$ cat config.mk
export PLATFORM = sky130hd
export DESIGN_NAME = protection_top
export DESIGN_NICKNAME = d
export VERILOG_FILES = /design/src/logic/protection_pkg.sv /design/src/logic/threshold_comparator.sv /design/src/logic/protection_registers.sv /design/src/logic/fault_collector.sv /design/src/logic/protection_top.sv
export VERILOG_INCLUDE_DIRS = /design/src /design/src/logic
export SDC_FILE = /design/constraint.sdc
export NUM_CORES = 1
export LEC_CHECK = 0
export ABC_AREA = 0
export ABC_CLOCK_PERIOD_IN_PS = 2000
export BUFFER_PORTS_ARGS = -buffer_cell sky130_fd_sc_hd__buf_2
export CORE_ASPECT_RATIO = 0.7
export CORE_MARGIN = 8
export CORE_UTILIZATION = 55
export DETAILED_ROUTE_END_ITERATION = 8
export PLACE_DENSITY = 0.77
export SLEW_MARGIN = 15
export SYNTH_ARGS = -nofsm -noshare
export SYNTH_HDL_FRONTEND = slang
export SYNTH_SLANG_ARGS = --single-unit
export TNS_END_PERCENT = 10
$ cat constraint.sdc
create_clock -name clock -period 2 [get_ports clock]
set_input_delay 0.6 -clock clock [delete_from_list [all_inputs] [get_ports clock]]
set_output_delay 0.6 -clock clock [all_outputs]
set_load 0.005 [all_outputs]
$ cat src/logic/protection_params.svh
//~~~~~~~~~~~~~~~~~~~~~~~~~~~~~~~~~~~~~~~~
// size macros for the over-range protection
// block: channel count, sample width and
// register address width
//~~~~~~~~~~~~~~~~~~~~~~~~~~~~~~~~~~~~~~~~
`ifndef PROTECTION_PARAMS_SVH
`define PROTECTION_PARAMS_SVH

// number of protected converter channels
`define PROT_CHANNELS 4

// signed sample and threshold width in bits
`define PROT_DATA_WIDTH 16

// register port address width, enough for 16 thresholds plus mask and clear
`define PROT_ADDRESS_WIDTH 5

`endif

$ cat src/logic/protection_pkg.sv
//~~~~~~~~~~~~~~~~~~~~~~~~~~~~~~~~~~~~~~~~
// shared types of the protection block:
// samples, channel masks, addresses and
// threshold or channel indices
//~~~~~~~~~~~~~~~~~~~~~~~~~~~~~~~~~~~~~~~~
`default_nettype none

`include "protection_params.svh"

package protection_pkg;

    // a signed converter sample, also used for every threshold
    typedef logic signed [`PROT_DATA_WIDTH-1:0] sample_t;

    // one bit per channel for trips, latching mask, clears and status
    typedef logic [`PROT_CHANNELS-1:0] channel_mask_t;

    // address on the register write port
    typedef logic [`PROT_ADDRESS_WIDTH-1:0] register_address_t;

    // selects one of the four thresholds inside a channel
    typedef logic [1:0] threshold_index_t;

    // number of a channel, 0 to 3
    typedef logic [1:0] channel_index_t;

endpackage

`default_nettype wire

$ cat src/logic/threshold_comparator.sv
//~~~~~~~~~~~~~~~~~~~~~~~~~~~~~~~~~~~~~~~~
// window comparator of one channel with
// four thresholds, hysteresis and latching
//~~~~~~~~~~~~~~~~~~~~~~~~~~~~~~~~~~~~~~~~
`timescale 1ns/100ps
`default_nettype none

module threshold_comparator (
    input wire clock,
    input wire reset,
    input wire threshold_write,
    input wire protection_pkg::threshold_index_t threshold_select,
    input wire protection_pkg::sample_t threshold_value,
    input wire sample_valid,
    input wire protection_pkg::sample_t sample,
    input wire latching_mode,
    input wire clear_latch,
    output logic trip_high,
    output logic trip_low
);

    import protection_pkg::*;

    // threshold map inside the channel
    //   0  low trip, a sample below it sets trip_low
    //   1  low release, a sample above it clears trip_low
    //   2  high release, a sample below it clears trip_high
    //   3  high trip, a sample above it sets trip_high
    // the gap between trip and release forms the hysteresis band
    sample_t thresholds [4];

    // set by any trip while in latching mode, held until a clear pulse
    logic latched;

    // the latch only holds trips and blocks writes while latching is enabled
    logic latch_hold;

    // an incoming threshold write is taken only when the channel is not latched
    logic write_accept;

    assign latch_hold = latching_mode && latched;
    assign write_accept = threshold_write && !latch_hold;

    always_ff @(posedge clock or negedge reset) begin
        if (!reset) begin
            for (int i = 0; i < 4; i++) begin
                thresholds[i] <= '0;
            end
            trip_high <= 1'b0;
            trip_low <= 1'b0;
            latched <= 1'b0;
        end else begin
            // a clear pulse drops the latch, and so does leaving latching mode
            // a trip set further down in this same cycle still wins
            if (clear_latch || !latching_mode) begin
                latched <= 1'b0;
            end

            if (write_accept) begin
                // new thresholds invalidate the old trip state of the channel
                // so both trips restart from 0, any sample in this cycle is dropped
                thresholds[threshold_select] <= threshold_value;
                trip_high <= 1'b0;
                trip_low <= 1'b0;
            end else if (sample_valid) begin
                // low side, signed compare against trip and release levels
                if (sample < thresholds[0]) begin
                    trip_low <= 1'b1;
                    if (latching_mode) begin
                        latched <= 1'b1;
                    end
                end else if (sample > thresholds[1] && !latch_hold) begin
                    trip_low <= 1'b0;
                end

                // high side, samples in the band keep the previous state
                if (sample > thresholds[3]) begin
                    trip_high <= 1'b1;
                    if (latching_mode) begin
                        latched <= 1'b1;
                    end
                end else if (sample < thresholds[2] && !latch_hold) begin
                    trip_high <= 1'b0;
                end
            end
            // a write refused while latched is simply lost
        end
    end

endmodule

`default_nettype wire

$ cat src/logic/protection_registers.sv
//~~~~~~~~~~~~~~~~~~~~~~~~~~~~~~~~~~~~~~~~
// register write decoder: latching mask,
// threshold write pulses and clear pulses
//~~~~~~~~~~~~~~~~~~~~~~~~~~~~~~~~~~~~~~~~
`timescale 1ns/100ps
`default_nettype none

`include "protection_params.svh"

module protection_registers (
    input wire clock,
    input wire reset,
    input wire write_strobe,
    input wire protection_pkg::register_address_t write_address,
    input wire protection_pkg::sample_t write_data,
    output protection_pkg::channel_mask_t threshold_write,
    output protection_pkg::threshold_index_t threshold_select,
    output protection_pkg::sample_t threshold_value,
    output protection_pkg::channel_mask_t latching_mask,
    output protection_pkg::channel_mask_t clear_latch
);

    import protection_pkg::*;

    // thresholds occupy 4 words per channel starting at address 0
    localparam int THRESHOLD_WORDS = 4 * `PROT_CHANNELS;

    // control words directly above the threshold block
    localparam register_address_t MASK_ADDRESS = register_address_t'(16);
    localparam register_address_t CLEAR_ADDRESS = register_address_t'(17);

    // address split for a threshold word, channel in the upper bits
    channel_index_t write_channel;
    threshold_index_t write_index;

    // one decode flag per kind of write, any other address falls through
    logic threshold_hit;
    logic mask_hit;
    logic clear_hit;

    // only the low channel bits of the data word matter for mask and clear
    channel_mask_t write_bits;

    assign write_channel = write_address[3:2];
    assign write_index = write_address[1:0];
    assign write_bits = write_data[`PROT_CHANNELS-1:0];

    assign threshold_hit = write_strobe && (int'(write_address) < THRESHOLD_WORDS);
    assign mask_hit = write_strobe && (write_address == MASK_ADDRESS);
    assign clear_hit = write_strobe && (write_address == CLEAR_ADDRESS);

    always_ff @(posedge clock or negedge reset) begin
        if (!reset) begin
            threshold_write <= '0;
            latching_mask <= '0;
            clear_latch <= '0;
        end else begin
            // pulses last a single cycle and return to 0 without a strobe
            threshold_write <= '0;
            clear_latch <= '0;

            if (threshold_hit) begin
                threshold_write <= channel_mask_t'(1) << write_channel;
            end

            if (mask_hit) begin
                latching_mask <= write_bits;
            end

            if (clear_hit) begin
                clear_latch <= write_bits;
            end
        end
    end

    // threshold payload travels next to the one-hot pulse
    // comparators only look at it while their pulse bit is set
    always_ff @(posedge clock) begin
        if (threshold_hit) begin
            threshold_select <= write_index;
            threshold_value <= write_data;
        end
    end

endmodule

`default_nettype wire

$ cat src/logic/fault_collector.sv
//~~~~~~~~~~~~~~~~~~~~~~~~~~~~~~~~~~~~~~~~
// fault collector: registered fault,
// sticky status and first-fault capture
//~~~~~~~~~~~~~~~~~~~~~~~~~~~~~~~~~~~~~~~~
`timescale 1ns/100ps
`default_nettype none

`include "protection_params.svh"

module fault_collector (
    input wire clock,
    input wire reset,
    input wire protection_pkg::channel_mask_t trip_high,
    input wire protection_pkg::channel_mask_t trip_low,
    input wire protection_pkg::channel_mask_t clear,
    output logic fault,
    output protection_pkg::channel_mask_t status_high,
    output protection_pkg::channel_mask_t status_low,
    output logic first_fault_valid,
    output protection_pkg::channel_index_t first_fault_channel
);

    import protection_pkg::*;

    // a channel counts as tripped when either side of its window is active
    channel_mask_t channel_trips;

    // lowest numbered channel that is currently tripped
    channel_index_t lowest_channel;

    // a clear with every bit set also releases the first-fault capture
    logic full_clear;

    assign channel_trips = trip_high | trip_low;
    assign full_clear = &clear;

    // priority encoder, scanning down so that the lowest index is left last
    always_comb begin
        lowest_channel = '0;
        for (int i = `PROT_CHANNELS - 1; i >= 0; i--) begin
            if (channel_trips[i]) begin
                lowest_channel = channel_index_t'(i);
            end
        end
    end

    always_ff @(posedge clock or negedge reset) begin
        if (!reset) begin
            fault <= 1'b0;
            status_high <= '0;
            status_low <= '0;
            first_fault_valid <= 1'b0;
        end else begin
            // the switching disable follows any trip one cycle later
            fault <= |channel_trips;

            // sticky bits, a trip present in the clear cycle sets them again
            status_high <= (status_high & ~clear) | trip_high;
            status_low <= (status_low & ~clear) | trip_low;

            if (full_clear) begin
                first_fault_valid <= 1'b0;
            end else if (!first_fault_valid && (|channel_trips)) begin
                first_fault_valid <= 1'b1;
            end
        end
    end

    // the channel number is frozen once the capture is valid
    always_ff @(posedge clock) begin
        if (!full_clear && !first_fault_valid && (|channel_trips)) begin
            first_fault_channel <= lowest_channel;
        end
    end

endmodule

`default_nettype wire

$ cat src/logic/protection_top.sv
//~~~~~~~~~~~~~~~~~~~~~~~~~~~~~~~~~~~~~~~~
// protection top level: register decoder,
// per-channel comparators, fault collector
//~~~~~~~~~~~~~~~~~~~~~~~~~~~~~~~~~~~~~~~~
`timescale 1ns/100ps
`default_nettype none

`include "protection_params.svh"

module protection_top (
    input wire clock,
    input wire reset,
    input wire sample_valid,
    input wire protection_pkg::sample_t sample_0,
    input wire protection_pkg::sample_t sample_1,
    input wire protection_pkg::sample_t sample_2,
    input wire protection_pkg::sample_t sample_3,
    input wire write_strobe,
    input wire protection_pkg::register_address_t write_address,
    input wire protection_pkg::sample_t write_data,
    output wire protection_pkg::channel_mask_t trip_high,
    output wire protection_pkg::channel_mask_t trip_low,
    output wire fault,
    output wire protection_pkg::channel_mask_t status_high,
    output wire protection_pkg::channel_mask_t status_low,
    output wire first_fault_valid,
    output wire protection_pkg::channel_index_t first_fault_channel
);

    import protection_pkg::*;

    // decoded register writes, one cycle after the strobe
    channel_mask_t threshold_write;
    threshold_index_t threshold_select;
    sample_t threshold_value;
    channel_mask_t latching_mask;
    channel_mask_t clear_latch;

    // samples gathered so the generate loop can index them
    sample_t samples [`PROT_CHANNELS];

    assign samples[0] = sample_0;
    assign samples[1] = sample_1;
    assign samples[2] = sample_2;
    assign samples[3] = sample_3;

    protection_registers registers (
        .clock(clock),
        .reset(reset),
        .write_strobe(write_strobe),
        .write_address(write_address),
        .write_data(write_data),
        .threshold_write(threshold_write),
        .threshold_select(threshold_select),
        .threshold_value(threshold_value),
        .latching_mask(latching_mask),
        .clear_latch(clear_latch)
    );

    // every channel sees the shared threshold payload but only its own pulse bit
    for (genvar channel = 0; channel < `PROT_CHANNELS; channel++) begin : g_channel
        threshold_comparator comparator (
            .clock(clock),
            .reset(reset),
            .threshold_write(threshold_write[channel]),
            .threshold_select(threshold_select),
            .threshold_value(threshold_value),
            .sample_valid(sample_valid),
            .sample(samples[channel]),
            .latching_mode(latching_mask[channel]),
            .clear_latch(clear_latch[channel]),
            .trip_high(trip_high[channel]),
            .trip_low(trip_low[channel])
        );
    end

    // the clear pulses also reset the sticky status of the same channels
    fault_collector collector (
        .clock(clock),
        .reset(reset),
        .trip_high(trip_high),
        .trip_low(trip_low),
        .clear(clear_latch),
        .fault(fault),
        .status_high(status_high),
        .status_low(status_low),
        .first_fault_valid(first_fault_valid),
        .first_fault_channel(first_fault_channel)
    );

endmodule

`default_nettype wire

==> results of run 1 <==
-- final cells by class --
| class | instances | area (um^2) | share of cell area |
|---|---|---|---|
| Multi-Input combinational cell | 1071 | 9010 | 0.423 |
| Sequential cell | 310 | 7860 | 0.369 |
| Timing Repair Buffer | 263 | 1840 | 0.0865 |
| Inverter | 262 | 983 | 0.0462 |
| Clock buffer | 41 | 843 | 0.0396 |
| Tap cell | 427 | 534 | 0.0251 |
| Clock inverter | 17 | 216 | 0.0102 |
| Antenna cell | 3 | 7.51 | 0.000353 |
-- routing by layer --
metal,vias up,global-route usage
li1,6369,-
met1,6702,0.332
met2,435,0.407
met3,94,0.0533
met4,0,0.0882
met5,-,0
-- cell usage in the layout (no fill, tap or decap), drive strengths merged, types with 20 or more instances in the layout --
cell type | netlist | final
nand2 | 166 | 166
nand3 | 22 | 22
a21oi | 82 | 82
dfrtp | 290 | 290
clkbuf | 33 | 41
a21o | 22 | 22
inv | 262 | 263
mux2 | 203 | 203
nor2 | 41 | 41
ha | 248 | 248
o21ai | 103 | 103
nand4 | 25 | 25
edfxtp | 20 | 20
buf | 20 | 262
-- through the flow --
| step | util | hold slack, ns | setup TNS, ns | total power [mW] | setup slack, ns |
|---|---|---|---|---|---|
| 2_1_floorplan | - | 0.304 | -0.655 | 11.8 | -0.0861 |
| 3_3_place_gp | 0.622 | 0.457 | -4.67 | 13.6 | -0.449 |
| 3_5_place_dp | 0.622 | 0.464 | -5.45 | 14.0 | -0.536 |
| 4_1_cts | 0.659 | 0.165 | -0.216 | 20.3 | -0.103 |
| 5_1_grt | 0.663 | 0.170 | -1.73 | 21.6 | -0.265 |
| 6_report | 0.663 | 0.194 | -0.362 | 20.4 | -0.0884 |
-- report_power, final --
part / switching (mW) / internal, mW / leakage (nW)
clock network: 2.54 / 3.60 / 0.518
registers: 0.821 / 7.55 / 3.87
logic: 3.01 / 2.84 / 5.92
total: 6.37 / 14.0 / 10.3
-- worst register-to-register path, cell delays in order (launching register included) --
cell and delay, ns:
dfrtp_1 0.35, inv_1 0.05, ha_1 0.30, a21oi_1 0.18, o21ai_0 0.13, a21oi_2 0.19, o211ai_1 0.15, mux2_4 0.32
o41ai_2 0.21, a21oi_1 0.10
-- final timing paths --
kind,startpoint,end,slack [ns],depth (start not counted)
setup / recovery,g_channel[0].comparator.thresholds[21]$_DFFE_PN0P_,g_channel[0].comparator.trip_high$_DFFE_PN0P_,-0.09,9
hold / removal,write_data[8],registers.threshold_value[8]$_DFFE_PP_,0.19,1
setup reg to reg,g_channel[0].comparator.thresholds[21]$_DFFE_PN0P_,g_channel[0].comparator.trip_high$_DFFE_PN0P_,-0.09,9
hold reg to reg,collector.status_high[1]$_DFF_PN0_,collector.status_high[1]$_DFF_PN0_,0.47,1
max in group asynchronous,reset,g_channel[3].comparator.thresholds[39]$_DFFE_PN0P_,0.83,3
min in group asynchronous,reset,g_channel[2].comparator.thresholds[10]$_DFFE_PN0P_,0.49,2
-- timing repair --
item	CTS	global route
pin swaps	13	8
hold endpoints to repair	23	0
gates cloned	0	0
setup endpoints to repair	11	12
gates resized for setup	18	24
hold buffers	1	0
-- cell families (layout without fill, tap and decap cells) --
group / Yosys count / count (layout) / share of synthesized area
multiplexers: 208 / 208 / 0.131
AND/OR/NAND/NOR: 328 / 328 / 0.0876
AO/OA/AOI/OAI: 287 / 287 / 0.0987
adder cells (fa/ha/maj): 248 / 248 / 0.174
flip-flops: 310 / 310 / 0.440
buffers and inverters: 315 / 583 / 0.0689
other: 0 / 3 / 0
==> impl_results.md, run 1 <==
- Outcome: finished with violations
- Failing checks: setup timing
- H-Tree Level Count: 1
- Via count: 13.6k
- Worst-Skew Late Latency: 0.58 ns
- Met3 WL: 3.22 mm
- Global-route usage over all layers: 0.252
- Final setup viols: 8
- Crit path DAT: 2.54 ns
- I/O Buffers: 108
- Part of the cycle the worst path needs: 1.04
- CP max-delay cell: dfrtp_1
- DR iter-0 viols: 920
- DR top layer: met4
- First-pass GRT wire length: 77.6 mm
- LEAKAGE: 10.3 nW
- Post-synthesis sequential area ratio: 0.440
- P per Cell Area: 956 nW/um^2
- Clk sinks: 310
- Final Cell Area: 21300 um^2
- DRT Pass-1 Iters: 5
- Ys flop type: dfrtp_1
- Reg clk slew, reported paths: 0.06 ns
- RSZ-0062 raised after global routing: yes
- Slew Viols, Final: 0
- Met2 wire length: 22.7 mm
- Kind of critical path: register to register
- # Max-Cap Violations: 0
- Core area: 32100 um^2
- Final Wtd Congestion: 0.855
- Chip width: 231 um
- Rel. slew slack: 0.232
- Layout area overhead: 19.3%
- Post-layout min period: 2.09 ns
- Top-count cell post-synth: dfrtp_1
- Synth area leaders: dfrtp_1 41%, ha_1 17%, mux2_2 13%
- CP bufs+invs: 1
- Setup ws final: -0.0884 ns
- Most common cell on crit path: a21oi_1
- List of most frequent post-synthesis cells: 290 x dfrtp_1, 262 x inv_1, 248 x ha_1, 203 x mux2_2, 156 x nand2_1
- Final Skew: 0.00995 ns
- Boundary pin count: 109
- Routed Antenna Nets: 0
- Maximum vdd drop: 0.761 mV
- Max stage delay on crit path: 0.35 ns
- Placed cell count: 2332
- Mapped cell area: 17900 um^2
- Fin cells: 2394
- CTS tree: done
- CP Capture Type: register
- Synthesis Warnings: 0
- WL met1: 21.2 mm
- Area leader, netlist: dfrtp_1
- Most flops, register: g_channel.comparator.thresholds
- Post-detailed-route DRC marker count: 0
- Die ar.: 38600 um^2
- Synth cell types: 64
- Largest register FFs: 256
- Vias per inst: 5.68
- Initial antenna violation count: 4
- Worst-Margin Slew: 1.15 ns
- Fill cells: 2445
- F_max: 479 MHz
- Placement-stage cell area: 20000 um^2
- Clock Tree Buf Depth: 3
- CTS Buf Count: 31
- Num rows: 55
- Global route overflow: 0
- Share of the synthesized area in the top cell type: 0.407
- Synth Area per Inst: 10.5 um^2
- Routed WL: 48.8 mm
- DR WL/cell: 20.4 um
- Post-synth EDFFs: 20
- Syn_nets: 2033
- Initial Utilization: 0.555
- Critical Path RT: 2.45 ns
- Largest net degree at the start of global routing: 67
- Detailed Place HPWL: 35.5 mm
- #FFs+latches synth: 310
- Hold crit path type: primary input to register
- Critical Path Fanout Max: 2
- Setup crit start kind: register
- Clk root buf: clkbuf_16
- Post-CTS Setup Inserts: 0
- CP cell instances: inv_1, ha_1, a21oi_1, o21ai_0, a21oi_2, o211ai_1, mux2_4, o41ai_2, a21oi_1
- Nets: 2276
- Layout cells sized above 1: 0.291
- Die height: 167 um
- Top Family by Delay on Critical Path: compound AO/OA/AOI/OAI gates
- Cells after Synth: 1696
- Final hold viol count: 0
- Vias in the first global route: 14.3k
- Top flop regs: g_channel.comparator.thresholds: 256 flops, registers.threshold_value: 16 flops
- Ys async rst share: 0.935
Power figures use the tool's default switching activity.
==> run 2, diff against run 1 <==
CELL_PAD_IN_SITES_DETAIL_PLACEMENT = 1   (was not set)
CELL_PAD_IN_SITES_GLOBAL_PLACEMENT = 2   (was not set)
CORE_UTILIZATION = 37   (was 55)
PLACE_DENSITY = 0.78   (was 0.77)
==> impl_results.md, run 2 (synthesis results as in run 1) <==
- Worst r2r dst: g_channel[1].comparator.trip_high$_DFFE_PN0P_
- Final hold viol count: 0 (unchanged)
- First-pass GRT wire length: 87.3 mm (+12%)
- Crit path DAT: 2.52 ns (-0.02 ns)
- Largest net degree at the start of global routing: 53 (-21%)
- Global-route usage over all layers: 0.202 (-0.0499)
- Clock Tree Buf Depth: 3 (unchanged)
- Detailed Place HPWL: 42.3 mm (+19%)
- Worst Hold Launch: write_data[5]
- Rel. slew slack: 0.248 (+0.0168)
- P per Cell Area: 969 nW/um^2 (+1.3%)
- Reg2reg start: g_channel[1].comparator.thresholds[7]$_DFFE_PN0P_
- Internal power: 14.5 mW (+3.7%)
- WHS Endpoint: registers.threshold_value[5]$_DFFE_PP_
- Num rows: 67 (+22%)
- Sw Ratio: 0.315 (+0.00224)
- Final Skew: 0.0232 ns (+0.0133 ns)
- H-Tree Level Count: 2 (+1)
- Critical Path Fanout Max: 3 (+1)
- Clk sinks: 310 (unchanged)
- Psw: 6.68 mW (+4.8%)
- Clk root buf: clkbuf_16
- LEAKAGE: 10.5 nW (+1.8%)
- Initial antenna violation count: 4 (unchanged)
- Slew Viols, Final: 0 (unchanged)
- Vias per inst: 5.19 (-8.6%)
- Die ar.: 55600 um^2 (+44%)
- Outcome: finished with violations
- Layout area overhead: 22.5%
- Largest register FFs: 256 (unchanged)
- Top Family by Delay on Critical Path: compound AO/OA/AOI/OAI gates
- # diodes: 0 (-3)
- Via count: 13.6k (-0.088%)
- Vias in the first global route: 14.9k (+4.0%)
- CTS Buf Count: 35 (+13%)
- DR WL/cell: 21.5 um (+5.2%)
- Most flops, register: g_channel.comparator.thresholds
- Die height: 200 um (+20%)
- Reg power frac: 0.391 (-0.020)
- Post-detailed-route DRC marker count: 0 (unchanged)
- Layout cells sized above 1: 0.304 (+0.0130)
- Worst r2r path cells: 9 (unchanged)
- R2r setup slk: -0.07 ns (+0.02 ns)
- Critical Path RT: 2.45 ns (about the same)
- Routed Antenna Nets: 0 (unchanged)
- CTS tree: done
- Nets: 2305 (+1.3%)
- Design Power: 21.2 mW (+4.0%)
- Reg clk slew, reported paths: 0.06 ns (about the same)
- Final core utilization: 0.458 (-0.205)
- Boundary pin count: 109 (unchanged)
- DRT Pass-1 Iters: 5 (unchanged)
- Hold crit path type: primary input to register
- Max stage delay on crit path: 0.35 ns (about the same)
- # Max-Cap Violations: 0 (unchanged)
- Maximum vdd drop: 0.529 mV (-30%)
- Clock power share: 0.319 (+0.017)
- Initial Utilization: 0.374 (-0.182)
- RSZ-0062 raised after global routing: yes
- Most common cell after layout, fill and taps aside: dfrtp_1
- Worst-Skew Late Latency: 0.53 ns (-0.05 ns)
- I/O Buffers: 108 (unchanged)
- Worst-Margin Slew: 1.13 ns (-0.0252 ns)
- CP bufs+invs: 1 (unchanged)
- CP Capture Type: register
- Final setup viols: 9 (+1)
- Setup ws final: -0.0689 ns (+0.0194 ns)
- CP max-delay cell: nor4_4
- Setup crit start kind: register
- Comb power frac: 0.289 (+0.002)
- Worst hold path cell count: 1 (unchanged)
- Global route overflow: 0 (unchanged)
- Routed WL: 56.1 mm (+15%)
- Failing checks: setup timing
- F_max: 483 MHz (+0.94%)
- Post-layout min period: 2.07 ns (-0.0194 ns)
- Part of the cycle the worst path needs: 1.03 (-0.00972)
- CP cell instances: inv_2, ha_4, nand4_1, nor4_4, a21boi_2, a211oi_2, mux2i_1, a21o_1, o22ai_1
- DR iter-0 viols: 596 (-35%)
- Most frequent cells in the layout: 290 x dfrtp_1, 257 x inv_1, 241 x ha_1
- Core area: 47800 um^2 (+49%)
- Final Wtd Congestion: 0.833 (-2.6%)
- Chip width: 279 um (+20%)
- Kind of critical path: register to register
- Top flop regs: g_channel.comparator.thresholds: 256 flops, registers.threshold_value: 16 flops
==> run 2: through the flow <==
stage / area, um^2 / TNS (ns) / setup slack, ns / hold slack [ns] / instances
6_report: 21900 / -0.302 / -0.0689 / 0.250 / 2616
5_1_grt: 21900 / -1.77 / -0.209 / 0.226 / 2616
4_1_cts: 21800 / -0.411 / -0.111 / 0.220 / 2616
3_5_place_dp: 20400 / -6.66 / -0.631 / 0.470 / 2549
3_3_place_gp: 20400 / -6.06 / -0.560 / 0.460 / 2549
2_1_floorplan: 17900 / -0.655 / -0.0861 / 0.304 / 1696
==> run 2: how the worst max path moves through the flow <==
stage	from	endpoint	slack [ns]	depth (start not counted)
floorplan	sample_0[1]	g_channel[0].comparator.latched$_DFF_PN0_	-0.09	8
global placement	sample_1[11]	g_channel[1].comparator.trip_high$_DFFE_PN0P_	-0.56	9
detailed placement	sample_1[15]	g_channel[1].comparator.trip_high$_DFFE_PN0P_	-0.63	9
CTS	g_channel[0].comparator.thresholds[49]$_DFFE_PN0P_	g_channel[0].comparator.latched$_DFF_PN0_	-0.11	9
global route	g_channel[3].comparator.thresholds[27]$_DFFE_PN0P_	g_channel[3].comparator.trip_high$_DFFE_PN0P_	-0.21	9
finish	g_channel[1].comparator.thresholds[7]$_DFFE_PN0P_	g_channel[1].comparator.trip_high$_DFFE_PN0P_	-0.07	9
==> run 2: final cells by class <==
cell class              count  area, um^2
clock buffers              52        1050
clock inverters            12         150
fillers                  5268       25900
inverters                 262         983
multi-input cells        1071        9020
flip-flops and latches    310        7860
well taps                 621         777
repair buffers            288        2030
==> run 2: routing by layer <==
layer	wire length (um)	global-route usage	vias to the layer above
met4	1430	0.0538	4
met1	27000	0.276	6889
met5	31	0	-
met2	25700	0.332	188
li1	-	-	6413
met3	1980	0.0324	94
==> run 2: repair_timing <==
item / CTS / global route
hold buffers: 1 / 0
setup buffers: 2 / 0
hold endpoints to repair: 34 / 0
gates resized for setup: 29 / 13
endpoints found under the setup margin: 11 / 22
pin swaps: 18 / 8
==> run 2: power groups by stage <==
| stage | Clock (mW) | Sequential, mW | Combinational [mW] |
|---|---|---|---|
| after detailed placement | 0 | 8.40 | 5.97 |
| after floorplan | 0 | 8.10 | 3.68 |
| after global placement | 0 | 8.31 | 5.61 |
| after CTS | 6.94 | 8.30 | 6.13 |
| after global routing | 7.17 | 8.44 | 6.89 |
| final | 6.77 | 8.29 | 6.13 |
==> run 3, diff against run 2 <==
SKIP_LAST_GASP = 1   (was not set)
==> impl_results.md, run 3 (synthesis results as in run 1) <==
- Outcome: finished with violations
- Failing checks: setup timing
- Post-layout min period: 2.12 ns (+0.0469 ns)
- Detailed Place HPWL: 42.3 mm (unchanged)
- Final core utilization: 0.457 (-0.000917)
- Top Family by Delay on Critical Path: compound AO/OA/AOI/OAI gates
- P per Cell Area: 969 nW/um^2 (about the same)
- Fill cells: 5284 (+0.30%)
- Area occupied by multi-input gates: 8960 um^2 (-0.65%)
- Worst setup path endpoint: g_channel[1].comparator.trip_high$_DFFE_PN0P_
- Final Wtd Congestion: 0.833 (unchanged)
- Most common cell after layout, fill and taps aside: dfrtp_1
- Largest register FFs: 256 (unchanged)
- Routed Antenna Nets: 0 (unchanged)
- Clk sinks: 310 (unchanged)
- Clock Tree Buf Depth: 3 (unchanged)
- Most flops, register: g_channel.comparator.thresholds
- Levels on crit path: 9 (unchanged)
- R2r setup slk: -0.12 ns (-0.05 ns)
- Die height: 200 um (unchanged)
- CP Capture Type: register
- Reg clk slew, reported paths: 0.07 ns (about the same)
- Routed WL: 56.1 mm (-0.12%)
- Top flop regs: g_channel.comparator.thresholds: 256 flops, registers.threshold_value: 16 flops
- Setup ws final: -0.116 ns (-0.0469 ns)
- DRT Pass-1 Iters: 5 (unchanged)
- Max stage delay on crit path: 0.36 ns (about the same)
- Chip width: 279 um (unchanged)
- Kind of critical path: register to register
- Layout cells sized above 1: 0.298 (-0.00581)
- Boundary pin count: 109 (unchanged)
- Critical Path Fanout Max: 2 (-1)
- DR WL/cell: 21.4 um (-0.19%)
- Die ar.: 55600 um^2 (unchanged)
- Via count: 13.6k (+0.13%)
- Post-detailed-route DRC marker count: 0 (unchanged)
- # Max-Cap Violations: 0 (unchanged)
- Nets: 2307 (+0.087%)
- First-pass GRT wire length: 87.1 mm (-0.21%)
- F_max: 473 MHz (-2.2%)
- CTS tree: done
- Setup crit start kind: register
- CP cell instances: inv_2, ha_4, nand4_1, nor4_4, a21boi_2, a211oi_2, mux2i_1, a21o_1, o22ai_2
- Worst-Margin Slew: 1.12 ns (-0.0122 ns)
- Layout area overhead: 22.2%
- Clk root buf: clkbuf_16
- DR iter-0 viols: 579 (-2.9%)
- I/O Buffers: 108 (unchanged)
- LEAKAGE: 10.5 nW (about the same)
- Rel. slew slack: 0.256 (+0.00813)
- Global route overflow: 0 (unchanged)
- Reg2reg start: g_channel[1].comparator.thresholds[11]$_DFFE_PN0P_
- Min Hold Slack: 0.250 ns (+0.0000380 ns)
- Initial antenna violation count: 4 (unchanged)
- Maximum vdd drop: 0.524 mV (-0.88%)
- Worst-Skew Late Latency: 0.53 ns (about the same)
- Worst r2r dst: g_channel[1].comparator.trip_high$_DFFE_PN0P_
- H-Tree Level Count: 2 (unchanged)
- Crit path DAT: 2.57 ns (+0.05 ns)
- CTS Buf Count: 35 (unchanged)
- # diodes: 0 (unchanged)
- CP max-delay cell: nor4_4
- Initial Utilization: 0.374 (unchanged)
- Worst Setup SP: g_channel[1].comparator.thresholds[11]$_DFFE_PN0P_
- CP bufs+invs: 1 (unchanged)
- Global-route usage over all layers: 0.201 (-0.000353)
- Final Skew: 0.0233 ns (+0.0000777 ns)
- Critical Path RT: 2.46 ns (about the same)
- Hold crit path type: primary input to register
- Vias per inst: 5.20 (about the same)
- Largest net degree at the start of global routing: 53 (unchanged)
- Final setup viols: 11 (+2)
- Num rows: 67 (unchanged)
- Most frequent cells in the layout: 290 x dfrtp_1, 260 x inv_1, 243 x ha_1
- Sequential cell area: 7860 um^2 (unchanged)
- Slew Viols, Final: 0 (unchanged)
- Final hold viol count: 0 (unchanged)
- Vias in the first global route: 14.9k (-0.15%)
- Core area: 47800 um^2 (unchanged)
- Worst r2r path cells: 9 (unchanged)
- Part of the cycle the worst path needs: 1.06 (+0.0235)
- RSZ-0062 raised after global routing: yes
## run 3: cell types whose count changed in the layout (fill, tap and decap cells not counted), sizes merged
| cell | before | now |
|---|---|---|
| buf | 287 | 289 |
## run 3: final cells by class
class / instances / area share
repair buffers: 290 / 0.0937
clock buffers: 52 / 0.0482
clock inverters: 12 / 0.00688
multi-input cells: 1071 / 0.411
flip-flops and latches: 310 / 0.360
inverters: 262 / 0.0451
well taps: 621 / 0.0356
## run 3: metrics by stage
step	instances	worst slack, ns	total power, mW	cell area (um^2)	setup TNS [ns]
2_1_floorplan	1696	-0.0861	11.8	17900	-0.655
3_3_place_gp	2549	-0.560	13.9	20400	-6.06
3_5_place_dp	2549	-0.631	14.4	20400	-6.66
4_1_cts	2616	-0.111	21.3	21700	-0.856
5_1_grt	2618	-0.222	22.5	21800	-2.25
6_report	2618	-0.116	21.1	21800	-0.712
## run 3: report_power, final
| group | leakage (nW) | internal [mW] | total [mW] | switching [mW] |
|---|---|---|---|---|
| Clock | 0.591 | 4.04 | 6.76 | 2.71 |
| Sequential | 3.87 | 7.55 | 8.29 | 0.740 |
| Combinational | 6.04 | 2.91 | 6.10 | 3.19 |
## run 3: worst min-delay path by stage
stage                                       startpoint                                 endpoint  slack (ns)  cells after the start
finish                                  write_data[11]  registers.threshold_value[11]$_DFFE_PP_        0.25                      1
floorplan                                        reset                collector.fault$_DFF_PN0_        0.30                      0
CTS                                      write_data[8]   registers.threshold_value[8]$_DFFE_PP_        0.22                      1
detailed placement   collector.status_low[3]$_DFF_PN0_        collector.status_low[3]$_DFF_PN0_        0.47                      1
global placement    collector.status_high[3]$_DFF_PN0_       collector.status_high[3]$_DFF_PN0_        0.46                      1
global route                             write_data[5]   registers.threshold_value[5]$_DFFE_PP_        0.23                      1
## run 3: layer usage
layer,share of wire,global-route usage,up-vias
li1,-,-,6420
met1,0.48,0.276,6891
met2,0.46,0.332,192
met3,0.038,0.0324,98
met4,0.026,0.0538,4
met5,0.00055,0,-
## run 3: timing repair
action                                  CTS  global route
endpoints found under the setup margin   11            22
gates resized for setup                  14            14
hold buffers                              1             0
pin swaps                                 4             6
hold endpoints to repair                 34             0
setup buffers                             2             2
